`src/design/photon_pkg.sv`:
```
package photon_pkg;

    ////////////////////////////////////////////////////////////////////////////
    // Measurement types.
    ////////////////////////////////////////////////////////////////////////////

    // Photon count for one sync period.
    // It wraps modulo 2^16.
    typedef logic [15:0] count_t;

    // One UART payload byte.
    typedef logic [7:0] byte_t;

    ////////////////////////////////////////////////////////////////////////////
    // UART framing.
    ////////////////////////////////////////////////////////////////////////////

    // 133.33 MHz / 115200 baud, rounded.
    localparam int BAUD_DIV_DEFAULT = 1157;

    // Start, eight data bits, stop.
    localparam int UART_FRAME_BITS = 10;

    // Bytes per reported word.
    // The high byte goes out first.
    localparam int BYTES_PER_COUNT = 2;

    // Line level while idle and during stop.
    localparam logic UART_IDLE_LEVEL = 1'b1;

endpackage

```
`src/design/mem_bus_pkg.sv`:
```
package mem_bus_pkg;

    ////////////////////////////////////////////////////////////////////////////
    // Count memory bus.
    ////////////////////////////////////////////////////////////////////////////

    // Ring slot address, sized for the largest ring.
    typedef logic [9:0] mem_addr_t;

    // Ring pointer, one bit wider than the slot address.
    // The top bit separates full from empty.
    typedef logic [10:0] ring_ptr_t;

    // Owner of the single memory port.
    typedef enum logic {
        REQ_WRITER = 1'b0, // History writer.
        REQ_READER = 1'b1  // UART reporter.
    } requester_t;

    ////////////////////////////////////////////////////////////////////////////
    // Ring sizing.
    ////////////////////////////////////////////////////////////////////////////

    // Full array, 1024 slots.
    localparam int RING_DEPTH_DEFAULT = 1024;

    // Slots in the storage array.
    localparam int MEM_WORDS = 1024;

endpackage

```
`src/design/history_writer.sv`:
```
module history_writer #(
    parameter int RING_DEPTH = mem_bus_pkg::RING_DEPTH_DEFAULT // Power of two.
) (
    input  logic                   clk_133MHz_210,
    input  logic                   rst_n,
    input  logic                   count_valid,
    input  photon_pkg::count_t     count,
    input  mem_bus_pkg::ring_ptr_t rd_ptr,
    input  logic                   wr_done,
    output logic                   count_ready,
    output logic                   wr_req,
    output mem_bus_pkg::mem_addr_t wr_addr,
    output photon_pkg::count_t     wr_data,
    output mem_bus_pkg::ring_ptr_t wr_ptr
);
    import mem_bus_pkg::*;

    localparam mem_addr_t SLOT_MASK = mem_addr_t'(RING_DEPTH - 1);

    ring_ptr_t fill; // Entries not yet read back.

    assign fill        = wr_ptr - rd_ptr;
    assign count_ready = !wr_req && (fill < ring_ptr_t'(RING_DEPTH));
    assign wr_addr     = mem_addr_t'(wr_ptr) & SLOT_MASK; // Held with wr_req.

    // Request stays up until the arbiter returns done.
    always_ff @(posedge clk_133MHz_210 or negedge rst_n) begin
        if (!rst_n) begin
            wr_req <= 1'b0;
            wr_ptr <= '0;
        end else if (wr_req) begin
            if (wr_done) begin
                wr_req <= 1'b0;
                wr_ptr <= wr_ptr + 1'b1; // Slot now holds data.
            end
        end else if (count_valid && count_ready) begin
            wr_req <= 1'b1;
        end
    end

    // Word captured on acceptance.
    always_ff @(posedge clk_133MHz_210) begin
        if (count_valid && count_ready) begin
            wr_data <= count;
        end
    end

endmodule

```
`config.mk`:
```
export PLATFORM = sky130hd
export DESIGN_NAME = history_writer
export DESIGN_NICKNAME = d
export VERILOG_FILES = /design/src/design/photon_pkg.sv /design/src/design/mem_bus_pkg.sv /design/src/design/history_writer.sv
export SDC_FILE = /design/constraint.sdc
export NUM_CORES = 1
export LEC_CHECK = 0
export ABC_CLOCK_PERIOD_IN_PS = 6500
export BUFFER_PORTS_ARGS = -buffer_cell sky130_fd_sc_hd__buf_2
export CORE_UTILIZATION = 48
export DETAILED_ROUTE_END_ITERATION = 10
export PLACE_DENSITY = 0.82
export SYNTH_ARGS = -nofsm -noshare
export SYNTH_HDL_FRONTEND = slang
export SYNTH_SLANG_ARGS = --single-unit
```
`constraint.sdc`:
```
create_clock -name clk_133MHz_210 -period 6.5 [get_ports clk_133MHz_210]
set_clock_uncertainty 0.15 [all_clocks]
set_input_delay 0.65 -clock clk_133MHz_210 [delete_from_list [all_inputs] [get_ports clk_133MHz_210]]
set_output_delay 0.65 -clock clk_133MHz_210 [all_outputs]
set_load 0.05 [all_outputs]
```
==> metrics, run 1 <==
antenna cells=0; I/O pins=70; pin count of the biggest net entering global routing=17; setup_tns=0 ns; relative slew slack=between 50% and 60%; top-count cell post-synth=edfxtp_1; Post-CTS Resized=0; Syn-to-layout area delta=26.7%; initial core utilization=roughly 53%; WL/cell=13.3 um; synthesized area per cell=between 10 and 15 um2; clk root buf=clkbuf_4; worst path cell trace=ha_1 > a211oi_2 > nor2_1 > or3_4 > or3_1 > a21oi_1 > buf_2; Synthesized Nets=approximately 150; peak supply drop=320 uV; met3 wire len=243 um; cell taking the most area after synthesis=edfxtp_1; All-Layer GR Usage=18.9%; Initial DRC Count=13; Final Max Tran Viols=0; utilization after layout=approximately two thirds; Placeable Area=2570 um2; CTS hold repair buffers=0; crit share post-route=51.6%; via count=around 1000; max-cap viol count=0; Synth area leaders=edfxtp_1 36%, dfrtp_1 22%, ha_1 9.3%; final-stage net count=215; Synth top cells by count=16 x edfxtp_1, 13 x inv_1, 12 x dfrtp_1; Buf/Inv on CP=1; Worst path slowest cell=dfrtp_1; Placer Congestion=just over 0.8; critical path peak fanout=6; Critical Path RT=5.70 ns; final setup fails=0; Hold Crit Class=in2async; Met1 Routed Length=about 1100 um; CP arrival=~2.6 ns; Via density=5.09; initial antenna violation count=0; FF+latch count, synth=28; total length of routed met2 wires=1350 um; Clock Latency Late Sink=0.32 ns; WL final=roughly 2700 um; Post-synth ARST share=a little over two fifths; final HPWL from detailed placement=2130 um; Cell Pwr Density=about 340 nW/um2; ANT nets after route=0; Pleak=0.870 nW; CP top delay family=simple AND/OR/NAND/NOR gates; kind of end point of the critical path=output pin; Die Y=55.1 um; RSZ-0062 raised after global routing=false; Clock Tree Buf Depth=2; sequential area share after synthesis=57.8%; Num Clock Sinks=28; CTS tree=built; clock transition at the registers of the reported paths=approximately 0.15 ns; vias in the first global route=934; kind of critical path=reg2out; Yosys cell types=24; EDFF count, synth=16; Synth Flop Type=edfxtp_1; final hold vios=0; # DRC=0; chip width=55.1 um; drt pass-1 iters=4; Worst-Margin Slew=between 0.6 and 0.7 ns; fraction of layout cells with a size suffix above 1=~45%; CP Launch Type=flop; global route overflow=0; post-route minimum period=3.36 ns; Die Area=3030 um2; first-pass GRT wire length=3980 um; Synth warnings=0; uppermost layer routed=met4; status=finished, final reports clean; slowest stage delay, CP=0.47 ns; Max Freq=about 300 MHz; post-synthesis cell count=110; share of the synthesized area in the top cell type=35.6%; Port Buffers=69; H-Tree Depth=1; Post-CTS Setup Bufs=0; CTS Buf Count=3; mapped cell area=1350 um2; row count=18
[power breakdown]
part,internal (mW),switching (mW)
registers,0.211,0.0281
logic,0.0605,0.176
clock network,0.0624,0.0493
total,0.334,0.254
[cells by family after synthesis]
family / after synthesis / share of synthesized area, %
and+or+nand+nor: 28 / 11.0
DFF: 28 / 57.8
buffers and inverters: 23 / 9.17
xor gates and xnor gates: 11 / 7.13
adders and majority gates: 10 / 9.26
AOI/OAI and AO/OA: 9 / 4.81
muxes: 1 / 0.833
[placed cells by master, fill, tap and decap left out, drive strengths merged, types with 3 or more instances in the layout]
cell type and count:
clkbuf 3, xnor2 8, nand2 7, buf 69, nand3 4, inv 13
xor2 3, nand4 3, dfrtp 12, nor2 5, edfxtp 16, ha 10
a211oi 3, or3 4
[sequential cells by signal, indices dropped and copies added (netlist names)]
signal,count
wr_data,16
wr_ptr,11
wr_req,1
[stage by stage]
| stage | std cells | power, mW | area [um2] | worst slack [ns] | hold slack, ns |
|---|---|---|---|---|---|
| floorplan | 110 | 0.440 | 1350 | 2.93 | 0.204 |
| global placement | 199 | 0.475 | 1660 | 3.26 | 0.356 |
| detailed placement | 199 | 0.482 | 1660 | 3.22 | 0.377 |
| CTS | 203 | 0.593 | 1710 | 3.14 | 0.0275 |
| global route | 203 | 0.619 | 1710 | 3.07 | 0.0258 |
| finish | 203 | 0.587 | 1710 | 3.14 | 0.0225 |
[layer usage]
metal  vias to the layer above  GRT usage (%)
met2                        51           34.1
met5                         -              0
met4                         0           6.67
met1                       479           21.5
met3                         4           4.37
li1                        499              -
[final cells by class]
class / instances / area, um2
clock buffer: 3 / 22.5
multi-input combinational: 59 / 447
tap: 30 / 37.5
fill: 208 / 856
sequential: 28 / 781
timing repair buffer: 69 / 345
clock inverter: 1 / 30.0
inverter: 13 / 48.8
[path summary, 6_finish.rpt]
check / start / end / slack [ns] / cells after the start
worst max-delay path: wr_ptr[7] / count_ready / 3.14 / 7
worst min-delay path: rst_n / wr_ptr[1] / 0.02 / 1
worst max register to register: wr_ptr[7] / wr_data[5] / 3.53 / 6
worst min register to register: wr_ptr[10] / wr_ptr[10] / 0.39 / 1
max in group asynchronous: rst_n / wr_req / 5.95 / 1
min in group clk_133MHz_210: count[8] / wr_data[8] / 0.34 / 1
[worst register-to-register path: stages (launching register included)]
cell	delay, ns
dfrtp_1	0.47
ha_1	0.35
a211oi_2	0.18
nor2_1	0.08
or3_4	0.38
or4_4	0.52
nand2_1	0.48
Note: power is estimated with default switching activity, not from simulation.
==> run 2, diff against run 1 <==
--- a/config.mk
+++ b/config.mk
@@ -5,11 +5,11 @@
 export SDC_FILE = /design/constraint.sdc
 export NUM_CORES = 1
 export LEC_CHECK = 0
-export ABC_CLOCK_PERIOD_IN_PS = 6500
+export ABC_CLOCK_PERIOD_IN_PS = 3450
 export BUFFER_PORTS_ARGS = -buffer_cell sky130_fd_sc_hd__buf_2
-export CORE_UTILIZATION = 48
+export CORE_UTILIZATION = 44
 export DETAILED_ROUTE_END_ITERATION = 10
-export PLACE_DENSITY = 0.82
+export PLACE_DENSITY = 0.76
 export SYNTH_ARGS = -nofsm -noshare
 export SYNTH_HDL_FRONTEND = slang
 export SYNTH_SLANG_ARGS = --single-unit
==> constraint.sdc (replaced) <==
create_clock -name clk_133MHz_210 -period 3.45 [get_ports clk_133MHz_210]
set_clock_uncertainty 0.15 [all_clocks]
set_input_delay 0.345 -clock clk_133MHz_210 [delete_from_list [all_inputs] [get_ports clk_133MHz_210]]
set_output_delay 0.345 -clock clk_133MHz_210 [all_outputs]
set_load 0.05 [all_outputs]
==> run 2 against run 1 <==
Against the previous run: the flow now finishes with violations (DRC); die area rose by 8.7%; combinational power increased by 91%; via count up 1.5%; setup slack lost 2.7 ns; highest routed layer unchanged; total power increased by 76%; largest power group is now combinational logic; global-route usage fell by 1.9 points; routed wire length is 1.5% lower.
==> metrics, run 2 (synthesis gave the netlist of run 1 again) <==
I/O pins=70; Final Non-Filler Cells=a little over 200; All-Layer GR Usage=16.9%; # DRC=6; biggest regs=wr_data: 16 flops, wr_ptr: 11 flops, wr_req: 1 flops; utilization after layout=60.0%; clk root buf=clkbuf_4; Net Switching=0.479 mW; clock transition at the registers of the reported paths=0.14 ns; max-cap viol count=0; Final Max Tran Viols=0; Area after DPL=about 1700 um2; worst slack, placed=between 0.5 and 0.6 ns; via count=1048; final-stage net count=216; Post-CTS Setup Bufs=0; CP arrival=2.54 ns; Clock Latency Late Sink=0.32 ns; global route overflow=0; violated checks=DRC; row count=19; ANT nets after route=0; chip width=57.4 um; Sw Ratio=a little under half; combinational share of power=~44%; Reg power frac=43.4%; fraction of layout cells with a size suffix above 1=43.7%; Syn-to-layout area delta=25.6%; worst path cell trace=ha_1 > a211oi_2 > nor2_1 > or3_4 > or3_1 > a21oi_1 > buf_2; Port Buffers=69; pin count of the biggest net entering global routing=17; antenna cells=0; commonest non-fill, non-tap cell in the layout=buf_2; kind of end point of the critical path=output pin; Pleak=0.861 nW; Worst path slowest cell=dfrtp_1; CP Launch Type=flop; H-Tree Depth=1; Placer Congestion=0.762; Worst Slack Setup Final=0.411 ns; initial core utilization=47.8%; final hold vios=0; relative slew slack=between 50% and 60%; Placeable Area=2830 um2; Initial DRC Count=30; Clock Tree Buf Depth=2; Int Pwr=0.558 mW; peak supply drop=~660 uV; DP Cell Count=200; first-pass GRT wire length=4210 um; status=complete, but fails checks; critical path peak fanout=6; CTS tree=built; Clk pwr share=roughly an eighth; initial antenna violation count=0; Hold WS=0.0376 ns; Final Power=about 1.0 mW; commonest cells after routing, fill and taps aside=69 x buf_2, 16 x edfxtp_1, 13 x inv_1; setup_tns=0 ns; vias in the first global route=996; Cell Pwr Density=611 nW/um2; WL final=2660 um; post-route minimum period=between 3 and 4 ns; final HPWL from detailed placement=2090 um; Critical Path RT=2.95 ns; kind of critical path=reg2out; crit share post-route=88.1%; Design Area, Final=1700 um2; WL/cell=13.0 um; Via density=5.11; Max Freq=329 MHz; number of flip-flops in the largest register=16; drt pass-1 iters=8; Hold Crit Class=in2reg; slowest stage delay, CP=0.47 ns; Reg with most FFs=wr_data; Die Y=57.4 um; Worst-Margin Slew=0.610 ns; Die Area=3300 um2; RSZ-0062 raised after global routing=false; final setup fails=0; Num Clock Sinks=28; CTS Buf Count=3
==> run 2: cell types whose count changed in the layout (fill, tap and decap cells not counted), sizes merged <==
cell	change
bufinv	-1
clkbuf	+1
dlygate4sd3	+1
==> run 2: power groups by stage <==
stage               combinational (mW)  clock [mW]  sequential (mW)
finish                           0.452       0.135            0.450
global route                     0.476       0.150            0.458
CTS                              0.454       0.138            0.452
detailed placement               0.450           0            0.458
global placement                 0.443           0            0.454
floorplan                        0.239           0            0.590
==> run 2: worst paths after layout <==
| path | from | end | slack (ns) | depth (start not counted) |
|---|---|---|---|---|
| min reg2reg | wr_ptr[10] | wr_ptr[10] | 0.37 | 1 |
| min in group asynchronous | rst_n | wr_ptr[1] | 0.27 | 2 |
| min | count[7] | wr_data[7] | 0.04 | 1 |
| max in group asynchronous | rst_n | wr_req | 2.64 | 2 |
| max | wr_ptr[7] | count_ready | 0.41 | 7 |
| max reg2reg | wr_ptr[7] | wr_data[5] | 0.51 | 6 |
==> run 2: critical path: cells and delay by family, from the launching register on <==
kind / cells / cell delay, ns
adders and majority gates: 1 / 0.34
and+or+nand+nor: 3 / 0.82
AOI/OAI and AO/OA: 2 / 0.33
DFF: 1 / 0.47
buffers and inverters: 1 / 0.28
==> run 2: cell type report <==
type | instances | area (um2)
sequential | 28 | 781
inverter | 13 | 48.8
tap | 31 | 38.8
timing repair buffer | 70 | 355
fill | 255 | 1130
multi-input combinational | 59 | 447
clock buffer | 4 | 26.3
==> run 2: layer usage <==
layer / wire length, um / GRT usage (%)
met3: 250 / 4.76
met5: 0 / 0
met1: 1010 / 18.7
met2: 1390 / 31.1
met4: 10 / 5.57
==> run 2: what timing repair did <==
action / CTS / global route
hold buffers: 1 / 0
setup endpoints to repair: 0 / 0
resized for setup: 0 / 0
hold endpoints to repair: 12 / 0
==> run 3, diff against run 2 <==
--- a/config.mk
+++ b/config.mk
@@ -6,10 +6,10 @@
 export NUM_CORES = 1
 export LEC_CHECK = 0
 export ABC_CLOCK_PERIOD_IN_PS = 3450
-export BUFFER_PORTS_ARGS = -buffer_cell sky130_fd_sc_hd__buf_2
-export CORE_UTILIZATION = 44
+export CORE_UTILIZATION = 53
 export DETAILED_ROUTE_END_ITERATION = 10
-export PLACE_DENSITY = 0.76
+export DONT_BUFFER_PORTS = 1
+export PLACE_DENSITY = 0.66
 export SYNTH_ARGS = -nofsm -noshare
 export SYNTH_HDL_FRONTEND = slang
 export SYNTH_SLANG_ARGS = --single-unit
==> run 3 against run 2 <==
Against the previous run: worst hold slack better by 0.0092 ns; total power up 5.0%; final area down 4.7%; clock-buffer cell count down 1; highest routed layer unchanged; cell count down 22%; non-clock buffer count down 42; the flow now finishes without violations; largest cell class unchanged; critical path type unchanged.
==> metrics, run 3 (synthesis gave the netlist of run 1 again) <==
uppermost layer routed=met4; H-Tree Depth=1; # DRC=0; Final Max Tran Viols=0; Reg2Reg Depth=6; antenna cells=0; Design Area, Final=1620 um2; Syn-to-layout area delta=19.6%; chip width=52.5 um; critical path peak fanout=4; crit path to=count_ready; Hold Crit Class=in2reg; met3 wire len=around 160 um; final-stage net count=between 150 and 200; final HPWL from detailed placement=1930 um; kind of end point of the critical path=output pin; fraction of layout cells with a size suffix above 1=14.4%; crit path launch=wr_ptr[7]; max-cap viol count=0; Pleak=0.708 nW; Reg with most FFs=wr_data; commonest non-fill, non-tap cell in the layout=dlygate4sd3_1; I/O pins=70; Clock Tree Buf Depth=2; flop2flop setup slack=0.59 ns; Area after DPL=1390 um2; initial antenna violation count=0; crit share post-route=83.6%; initial core utilization=approximately three fifths; commonest cells after routing, fill and taps aside=17 x dlygate4sd3_1, 16 x edfxtp_1, 13 x inv_1; vias in the first global route=roughly 890; reg2reg end=wr_data[3]; final hold vios=0; relative slew slack=57.8%; drt pass-1 iters=4; Max Freq=roughly 350 MHz; RSZ-0062 raised after global routing=false; Port Buffers=0; Met1 Routed Length=991 um; post-route minimum period=just under 3 ns; global route overflow=0; Via density=5.38; Die Area=~2800 um2; Post-CTS Resized=0; setup_tns=0 ns; All-Layer GR Usage=20.2%; final setup fails=0; Placer Congestion=0.799; total length of routed met2 wires=1340 um; Initial DRC Count=11; via count=between 800 and 900; Reg2Reg Launch Point=wr_ptr[7]; biggest regs=wr_data: 16 flops, wr_ptr: 11 flops, wr_req: 1 flops; Hold Path Depth=2; WL/cell=15.7 um; Post-CTS Setup Bufs=0; WL final=2510 um; row count=17; first-pass GRT wire length=~3900 um; ANT nets after route=0; number of flip-flops in the largest register=16; CP arrival=2.39 ns; CTS tree=built; Die Y=approximately 52 um; status=finished, final reports clean; pin count of the biggest net entering global routing=17; clock transition at the registers of the reported paths=0.15 ns; Placeable Area=2300 um2; Cell Pwr Density=673 nW/um2; Worst-Margin Slew=0.631 ns; clk root buf=clkbuf_4; CTS Buf Count=3; Clock Latency Late Sink=0.32 ns; Num Clock Sinks=28; CP Launch Type=flop; peak supply drop=598 uV; kind of critical path=reg2out; Hold WS=0.0468 ns; Critical Path RT=2.95 ns
## run 3: changes by cell type in the layout (fill, tap and decap cells not counted)
cell | before | now
bufinv_16 | 0 | 1
buf_4 | 0 | 11
buf_2 | 69 | 0
clkbuf_1 | 1 | 0
dlygate4sd3_1 | 1 | 17
## run 3: how the worst min path moves through the flow
stage / to / startpoint
floorplan: wr_ptr[0] / rst_n
global placement: wr_ptr[8] / rst_n
detailed placement: wr_ptr[8] / rst_n
CTS: wr_req / wr_done
global route: wr_req / wr_done
finish: wr_req / wr_done
## run 3: report_power, final
| part | internal [mW] | total (mW) | switching, mW |
|---|---|---|---|
| clock | 0.117 | 0.210 | 0.0926 |
| combinational | 0.106 | 0.419 | 0.312 |
| sequential | 0.398 | 0.460 | 0.0612 |
| total | 0.622 | 1.09 | 0.466 |
## run 3: area by class of cell
type                            instances  area, um2
Inverter                               13       48.8
Clock buffer                            3       22.5
Multi-Input combinational cell         59        447
Tap cell                               28       35.0
Fill cell                             182        681
Timing Repair Buffer                   28        253
Sequential cell                        28        781
Clock inverter                          1       30.0
## run 3: worst max-delay path, stage by stage (launching register included)
cell and delay [ns]:
dfrtp_1 0.41, ha_1 0.30, a211oi_2 0.18, nor2_1 0.07, or3_4 0.38, or3_1 0.35
a21oi_1 0.15, buf_4 0.22
## run 3: timing repair
item / CTS / global route
hold endpoints to repair: 28 / 0
hold buffers: 17 / 0
setup endpoints to repair: 0 / 0
## run 3: layer usage
metal	GRT usage, %	vias to the layer above
met5	0	-
li1	-	418
met1	21.4	398
met4	9.21	0
met2	36.3	42
met3	5.80	2
## run 3: through the flow
step | util [%] | std cells | power, mW | setup slack [ns]
floorplan | - | 110 | 0.830 | 0.181
global placement | 60.7 | 139 | 0.863 | 0.648
detailed placement | 60.7 | 139 | 0.870 | 0.569
CTS | 70.4 | 160 | 1.10 | 0.541
global route | 70.4 | 160 | 1.14 | 0.425
finish | 70.4 | 160 | 1.09 | 0.567
